### config.mk
export PLATFORM = sky130hd
export DESIGN_NAME = branch_unit_top
export DESIGN_NICKNAME = d
export VERILOG_FILES = /design/src/bu_isa_pkg.sv /design/src/bu_track_pkg.sv /design/src/branch_detect.sv /design/src/branch_tracker.sv /design/src/branch_unit_top.sv
export SDC_FILE = /design/constraint.sdc
export NUM_CORES = 1
export LEC_CHECK = 0
export ABC_CLOCK_PERIOD_IN_PS = 3500
export BUFFER_PORTS_ARGS = -buffer_cell sky130_fd_sc_hd__buf_4
export CAP_MARGIN = 5
export CORE_AREA = 4 4 96 98
export CTS_BUF_LIST = sky130_fd_sc_hd__clkbuf_4 sky130_fd_sc_hd__clkbuf_8
export DETAILED_ROUTE_END_ITERATION = 10
export DIE_AREA = 0 0 100 102
export GPL_ROUTABILITY_DRIVEN = 0
export PLACE_DENSITY = 0.72
export REMOVE_ABC_BUFFERS = 1
export SYNTH_ARGS = -nofsm -noshare
export SYNTH_HDL_FRONTEND = slang
export SYNTH_HIERARCHICAL = 1
export SYNTH_SLANG_ARGS = --single-unit
export TNS_END_PERCENT = 100
### constraint.sdc
create_clock -name clk -period 3.5 [get_ports clk]
set_clock_uncertainty 0.1 [all_clocks]
set_input_delay 0.35 -clock clk [delete_from_list [all_inputs] [get_ports clk]]
set_output_delay 0.35 -clock clk [all_outputs]
set_load 0.05 [all_outputs]
### src/bu_isa_pkg.sv
package bu_isa_pkg;

   localparam int INSN_W   = 32;
   localparam int CLASS_HI = 31;
   localparam int CLASS_LO = 30;
   localparam int CLASS_W  = CLASS_HI - CLASS_LO + 1;

   // instruction class, anything but plain is a branch
   typedef enum logic [CLASS_W-1:0] {
      cls_plain = 2'b00,
      cls_cond  = 2'b01,
      cls_jump  = 2'b10,
      cls_call  = 2'b11
   } insn_class_e;

endpackage

### src/bu_track_pkg.sv
package bu_track_pkg;

   import bu_isa_pkg::*;

   localparam int TAG_W       = 6;
   localparam int POS_W       = 6;
   localparam int GROUP_N     = 4;
   localparam int NUM_ENTRIES = 2;
   localparam int CNT_W       = $clog2(NUM_ENTRIES + 1);

   typedef struct packed {
      logic [GROUP_N-1:0][INSN_W-1:0] insn;   // slot 0 in the low word
      logic [TAG_W-1:0]               next_tag;
      logic [POS_W-1:0]               cur_pos;
      logic [GROUP_N-1:0]             need;
   } dispatch_grp_t;

   // per-slot branch record, also what an entry holds
   typedef struct packed {
      logic             is_branch;
      logic [TAG_W-1:0] tag;
      logic [POS_W-1:0] pos;
   } brch_rec_t;

   typedef struct packed {
      logic             hit;
      logic [TAG_W-1:0] tag;
      logic [POS_W-1:0] pos;
   } flush_t;

   typedef enum logic {
      ent_free = 1'b0,
      ent_busy = 1'b1
   } entry_state_e;

endpackage

### src/branch_detect.sv
module branch_detect
   import bu_isa_pkg::*;
   import bu_track_pkg::*;
(
   input  dispatch_grp_t             grp,
   input  logic                      grp_valid,
   output brch_rec_t [GROUP_N-1:0]   recs
);

   insn_class_e              cls      [GROUP_N];
   logic [GROUP_N-1:0]       is_brch;
   logic [POS_W-1:0]         slot_pos [GROUP_N];
   logic [POS_W-1:0]         pos_run;

   // class field of each word
   always_comb
   begin
      for (int s = 0; s < GROUP_N; s++)
      begin
         cls[s]     = insn_class_e'(grp.insn[s][CLASS_HI:CLASS_LO]);
         is_brch[s] = grp_valid && (cls[s] != cls_plain);
      end
   end

   // position of a slot counts the need bits of the slots below it
   always_comb
   begin
      pos_run = grp.cur_pos;
      for (int s = 0; s < GROUP_N; s++)
      begin
         slot_pos[s] = pos_run;
         pos_run     = pos_run + POS_W'(grp.need[s]);   // wraps at 64
      end
   end

   always_comb
   begin
      for (int s = 0; s < GROUP_N; s++)
      begin
         recs[s].is_branch = is_brch[s];
         recs[s].tag       = grp.next_tag + TAG_W'(s);  // modulo 64
         recs[s].pos       = slot_pos[s];
      end
   end

endmodule

### src/branch_tracker.sv
module branch_tracker
   import bu_track_pkg::*;
(
   input  logic                      clk,
   input  logic                      rst_n,
   input  brch_rec_t [GROUP_N-1:0]   recs,
   input  logic                      cmt_valid,
   input  logic [TAG_W-1:0]          cmt_tag,
   input  logic                      mis_valid,
   input  logic [TAG_W-1:0]          mis_tag,
   output logic                      flush_valid,
   output flush_t                    flush,
   output logic                      all_nop,
   output logic                      overflow,
   output logic [CNT_W-1:0]          busy_cnt
);

   entry_state_e                 state_q [NUM_ENTRIES];
   brch_rec_t                    rec_q   [NUM_ENTRIES];

   logic [NUM_ENTRIES-1:0]       clr;
   logic                         cmt_found;
   logic [NUM_ENTRIES-1:0]       taken;
   brch_rec_t [NUM_ENTRIES-1:0]  alloc_rec;
   logic                         placed;
   logic                         ovf_d;
   flush_t                       flush_d;

   // commit frees the lowest busy entry with a matching tag
   always_comb
   begin
      clr       = '0;
      cmt_found = 1'b0;
      if (cmt_valid && !mis_valid)
      begin
         for (int e = 0; e < NUM_ENTRIES; e++)
         begin
            if (!cmt_found && state_q[e] == ent_busy && rec_q[e].tag == cmt_tag)
            begin
               clr[e]    = 1'b1;
               cmt_found = 1'b1;
            end
         end
      end
   end

   // slots in order take the free entries, lowest first
   // an entry cleared by a commit this cycle is still seen as busy
   always_comb
   begin
      taken     = '0;
      alloc_rec = '0;
      ovf_d     = 1'b0;
      placed    = 1'b0;
      for (int s = 0; s < GROUP_N; s++)
      begin
         if (recs[s].is_branch)
         begin
            placed = 1'b0;
            for (int e = 0; e < NUM_ENTRIES; e++)
            begin
               if (!placed && state_q[e] == ent_free && !taken[e])
               begin
                  taken[e]     = 1'b1;
                  alloc_rec[e] = recs[s];
                  placed       = 1'b1;
               end
            end
            if (!placed)
               ovf_d = 1'b1;   // branch dropped
         end
      end
   end

   // mispredict lookup, walked downward so the lowest entry wins
   always_comb
   begin
      flush_d.hit = 1'b0;
      flush_d.tag = mis_tag;
      flush_d.pos = '0;
      for (int e = NUM_ENTRIES - 1; e >= 0; e--)
      begin
         if (state_q[e] == ent_busy && rec_q[e].tag == mis_tag)
         begin
            flush_d.hit = 1'b1;
            flush_d.tag = rec_q[e].tag;
            flush_d.pos = rec_q[e].pos;
         end
      end
   end

   always_ff @(posedge clk or negedge rst_n)
   begin
      if (!rst_n)
      begin
         for (int e = 0; e < NUM_ENTRIES; e++)
            state_q[e] <= ent_free;
      end
      else if (mis_valid)
      begin
         for (int e = 0; e < NUM_ENTRIES; e++)
            state_q[e] <= ent_free;
      end
      else
      begin
         for (int e = 0; e < NUM_ENTRIES; e++)
         begin
            if (clr[e])
               state_q[e] <= ent_free;
            else if (taken[e])
               state_q[e] <= ent_busy;
         end
      end
   end

   always_ff @(posedge clk)
   begin
      for (int e = 0; e < NUM_ENTRIES; e++)
      begin
         if (taken[e] && !mis_valid)
            rec_q[e] <= alloc_rec[e];
      end
   end

   always_ff @(posedge clk or negedge rst_n)
   begin
      if (!rst_n)
      begin
         flush_valid <= 1'b0;
         flush       <= '0;
         overflow    <= 1'b0;
      end
      else
      begin
         flush_valid <= mis_valid;
         if (mis_valid)
            flush <= flush_d;
         overflow <= ovf_d && !mis_valid;   // group ignored on a mispredict
      end
   end

   always_comb
   begin
      busy_cnt = '0;
      for (int e = 0; e < NUM_ENTRIES; e++)
         busy_cnt = busy_cnt + CNT_W'(state_q[e] == ent_busy);
   end

   assign all_nop = mis_valid;

endmodule

### src/branch_unit_top.sv
module branch_unit_top
   import bu_isa_pkg::*;
   import bu_track_pkg::*;
(
   input  logic                clk,
   input  logic                rst_n,
   input  logic                grp_valid,
   input  logic [INSN_W-1:0]   insn0,
   input  logic [INSN_W-1:0]   insn1,
   input  logic [INSN_W-1:0]   insn2,
   input  logic [INSN_W-1:0]   insn3,
   input  logic [TAG_W-1:0]    next_tag,
   input  logic [POS_W-1:0]    cur_pos,
   input  logic [GROUP_N-1:0]  need,
   input  logic                cmt_valid,
   input  logic [TAG_W-1:0]    cmt_tag,
   input  logic                mis_valid,
   input  logic [TAG_W-1:0]    mis_tag,
   output logic                flush_valid,
   output flush_t              flush,
   output logic                all_nop,
   output logic                overflow,
   output logic [CNT_W-1:0]    busy_cnt
);

   dispatch_grp_t            grp;
   brch_rec_t [GROUP_N-1:0]  recs;

   assign grp.insn     = {insn3, insn2, insn1, insn0};   // slot 0 low
   assign grp.next_tag = next_tag;
   assign grp.cur_pos  = cur_pos;
   assign grp.need     = need;

   branch_detect u_detect (
      .grp       (grp),
      .grp_valid (grp_valid),
      .recs      (recs)
   );

   branch_tracker u_tracker (
      .clk         (clk),
      .rst_n       (rst_n),
      .recs        (recs),
      .cmt_valid   (cmt_valid),
      .cmt_tag     (cmt_tag),
      .mis_valid   (mis_valid),
      .mis_tag     (mis_tag),
      .flush_valid (flush_valid),
      .flush       (flush),
      .all_nop     (all_nop),
      .overflow    (overflow),
      .busy_cnt    (busy_cnt)
   );

endmodule

Word-level counts from Yosys, hierarchy flattened
Memories as Yosys holds them, arrays and structs flattened. Cells that the tools add are included.

Word-level logic and storage cells: 124. Output and inout port bits: 18. Input port bits: 161. Memories kept: 1. RAM bits: 26. Register bits: 17.

Mux-type cells: 62. Add/sub/neg operators: 7. Reduce and logical (&&, ||, !) cells: 41. Bitwise operators: 2. Eq/ne operators: 4.

Memory list: u_tracker.rec_q (words 2, width 13, rd ports 2, clocked after memory_dff 0, wr ports 2, RTL line branch_tracker.sv:19) `brch_rec_t rec_q [NUM_ENTRIES];`.

Operators with widths (count): 2-to-1 mux 13 bit (10); 2-to-1 mux 26 bit (4); 2-to-1 mux 1 bit (42); == test 6 bit (4); logical AND 1 bit (23); adder 6 x 1 -> 6 bit (3); adder 6 x 2 -> 6 bit (second input constant) (2); logical NOT 1 bit (12); 2-to-1 mux 2 bit (6); nonzero test 2 bit (4); adder 6 x 1 -> 6 bit (second input constant) (1); nonzero test 3 bit (2); adder 1 x 1 -> 2 bit (1); inverter 1 bit (2).

Logic depth before layout (Yosys ltp)
Depth after elaboration: 37. Mapped depth: 11. Depth with buffers taken out: 11.

By module
Netlist, hierarchy kept.

By module, submodules not included: branch_tracker (instances 1, sequential area each 1146.1 um^2, cells an instance 249, area each 2598.7 um^2); branch_detect (instances 1, sequential area each 0.0 um^2, cells an instance 89, area each 669.4 um^2).

Worst setup path before layout
Ideal clock, no wire load.

Path type: input to register. Start point: in need[0]. End point: mem u_tracker/rec_q[0][18] (netlist bit) (data pin). Cell stages on the path: 10. Slack: 0.857 ns. Data required time: 3.139 ns. Path buffers: 0. Setup time: 0.261 ns. Arrival: 2.283 ns. Path through: ha_1 > ha_1 > ha_1 > o21ai_0 > o21ai_0 > a21oi_1 > nor4_1 > a211oi_1 > xnor2_1 > a221o_1.

RTL lines: from (decl) (RTL line branch_unit_top.sv:14) `input logic [GROUP_N-1:0] need,`; to (decl) (RTL line branch_tracker.sv:19).

==> summary.txt <==
PD cells - 368 nW/um2
Hold path cells - 2
Drc violations - 0
Syn_area_per_cell - 9.67 um2
Synth cell types - 52
N_diodes - 0
HP Class - in2reg
Synth-to-Final Area Change - 14.7%
CTS tree - done
Maximum number of pins on one net before global-route repair - 28
WL final - 7660 um
Row cnt - 34
First-pass GRT wire length - 12200 um
Worst Hold Launch - cmt_valid
Drt pass-1 iters - 4
Clock root buffer master - clkbuf_8
I/O pin count - 179
VDD IR max - 0.175 mV
Outcome - finished, final reports clean
Worst setup startpoint - u_tracker/state_q[0]
Worst EP arrival - 2860 ps
IO buf count - 57
Worst-margin pin slew - 884 ps
Avg WL per Cell - 16.1 um
Synthesized area - 3270 um2
Initial antenna violation count - 0
Endpoint type of the worst setup path - flip-flop
Yosys top cell area share - 0.221
Final nets - 541
Clock Tree Buf Depth - 2
Num CTS Buffers - 5
Area contributors post-synth - edfxtp_1, dfrtp_1, xnor2_1
CP startpoint kind - flip-flop
R2R Path Start - u_tracker/state_q[0]
Final hold slack - 168 ps
Total congestion overflow - 0
Chip width - 100 um
Area leader, netlist - edfxtp_1
Final period util - 0.803
Clk Latency, worst-skew pair - 290 ps
RSZ-0062 raised after global routing - false
Number of global-route vias before repair - 2485
Slew HR - 0.408
Die Y - 102 um
Number of synthesized flops with an enable pin - 24
DRT antenna net count - 0
Final slew viol count - 0
Post-Syn Instances - 338
Fmax - 0.356 GHz
CTS Sinks - 41
Share of layout cells above drive strength 1 - 0.241
Synthesis warning total - 6
Final Setup Violations - 0
TNS Setup - 0 ps
Total setup buffers inserted after CTS - 0
HPWL Detailed - 5810 um
Max Cap Viol - 0
Initial core utilization - 0.386
GR Util All Layers - 0.147
Post-synthesis sequential area ratio - 0.351
H-Tree Level Count - 2
Vias - 2624
DIE AREA - 10200 um2
Fin. Hold Viols - 0
Final min period - 2810 ps
Req. time, crit path - 3550 ps
Async S/R FF share, synth - 0.415
Worst-path clk slew - 70 ps
Post-synthesis register bit count - 41
Core area - 8470 um2
WS Path Type - reg2reg
LEAKAGE - 0.00150 uW
Worst Path Max Fanout - 14
Vias per inst - 5.50
DRT iter0 DRCs - 181
Ys flop type - edfxtp_1
R2R depth - 6
where the power goes:
part	internal, uW	leakage, uW	switching, uW
logic	166	0.000993	246
clock network	232	0.0000574	158
registers	558	0.000447	22.4
total	955	0.00150	426
cell type report:
type                            instances  area (um2)
Clock buffer                            6        82.6
Clock inverter                          2        37.5
Fill cell                             801        4720
Inverter                               12        45.0
Multi-Input combinational cell        246        1830
Sequential cell                        41        1150
Tap cell                              108         135
Timing Repair Buffer                   62         468
logic make-up after synthesis:
| family | after synthesis | synth area share |
|---|---|---|
| AND/OR/NAND/NOR | 84 | 0.140 |
| XOR/XNOR | 48 | 0.133 |
| adder cells (fa/ha/maj) | 12 | 0.0459 |
| AO/OA/AOI/OAI | 96 | 0.221 |
| flip-flops | 41 | 0.351 |
| multiplexers | 6 | 0.0207 |
| buffers and inverters | 51 | 0.0881 |
critical path, cell delays in order (launching register included):
cell and delay [ps]:
dfrtp_1 620, inv_1 100, ha_1 270, and2_1 380
nor3_2 790, a32o_1 270, a221o_1 130
flip-flops by register name, summed over array words and instances (netlist names):
signal / flops
u_tracker/flush: 13
u_tracker/overflow: 1
u_tracker/rec_q: 24
u_tracker/state_q: 2
u_tracker/flush_valid: 1
Yosys cell counts, types with 3 or more instances:
master,count
dfrtp_1,17
buf_4,18
nor4_1,5
a221o_1,18
o21ai_0,16
nor3_1,4
a21oi_1,18
buf_2,5
clkbuf_1,12
edfxtp_1,24
buf_6,3
nor2_1,16
a221oi_1,3
o21a_1,5
nand4_1,5
nand2_1,24
a32o_1,12
mux2_2,6
nand3_1,8
ha_1,12
a22oi_1,10
xor2_1,19
nor2b_1,6
inv_1,11
xnor2_1,27
through the flow:
stage / cell area, um2 / power [uW] / worst slack, ps / util / std cells
floorplan: 3030 / 850 / 857 / - / 299
global placement: 3620 / 985 / 550 / 0.427 / 468
detailed placement: 3620 / 1000 / 498 / 0.427 / 468
CTS: 3750 / 1390 / 695 / 0.443 / 477
global route: 3750 / 1450 / 473 / 0.443 / 477
finish: 3750 / 1380 / 689 / 0.443 / 477
final timing paths:
path	endpoint	slack [ps]
max	u_tracker/rec_q[0][22]	690
min	u_tracker/state_q[1]	170
max reg2reg	u_tracker/rec_q[0][22]	690
min reg2reg	u_tracker/flush[3]	390
max in group asynchronous	u_tracker/state_q[1]	2760
min in group asynchronous	u_tracker/flush[3]	350
layout by cell type (no fill, tap or decap), drive strengths merged, types with 2 or more instances in the layout:
cell,synthesis,routed
dfrtp,17,17
inv,12,12
a22oi,10,10
nor2,16,16
buf,27,61
nor2b,6,6
xnor2,27,27
clkbuf,12,6
and2,2,2
a221oi,3,3
nand3b,2,2
o21a,5,5
edfxtp,24,24
o311ai,2,2
nand3,9,9
and3,3,3
xor2,21,21
nor3b,3,3
a32o,12,12
nor3,5,5
nor4,5,5
a211o,2,2
a21oi,19,19
ha,12,12
nand4,5,5
a211oi,3,3
nand2,24,24
mux2,6,6
a221o,18,18
o21ai,17,17
per-layer routing:
metal  vias to the layer above  GRT usage  wire, um  part of all wire
met5                         -          0         0                 0
met1                      1241      0.201      3500              0.46
met4                         0     0.0477        57            0.0074
li1                       1302          -         -                 -
met2                        77      0.239      3640              0.48
met3                         4     0.0266       463             0.060
timing repair:
action | in CTS | in global routing
hold endpoints to repair | 17 | 0
gates resized for setup | 0 | 0
hold buffers | 1 | 0
(Power assumes the default switching activity.)
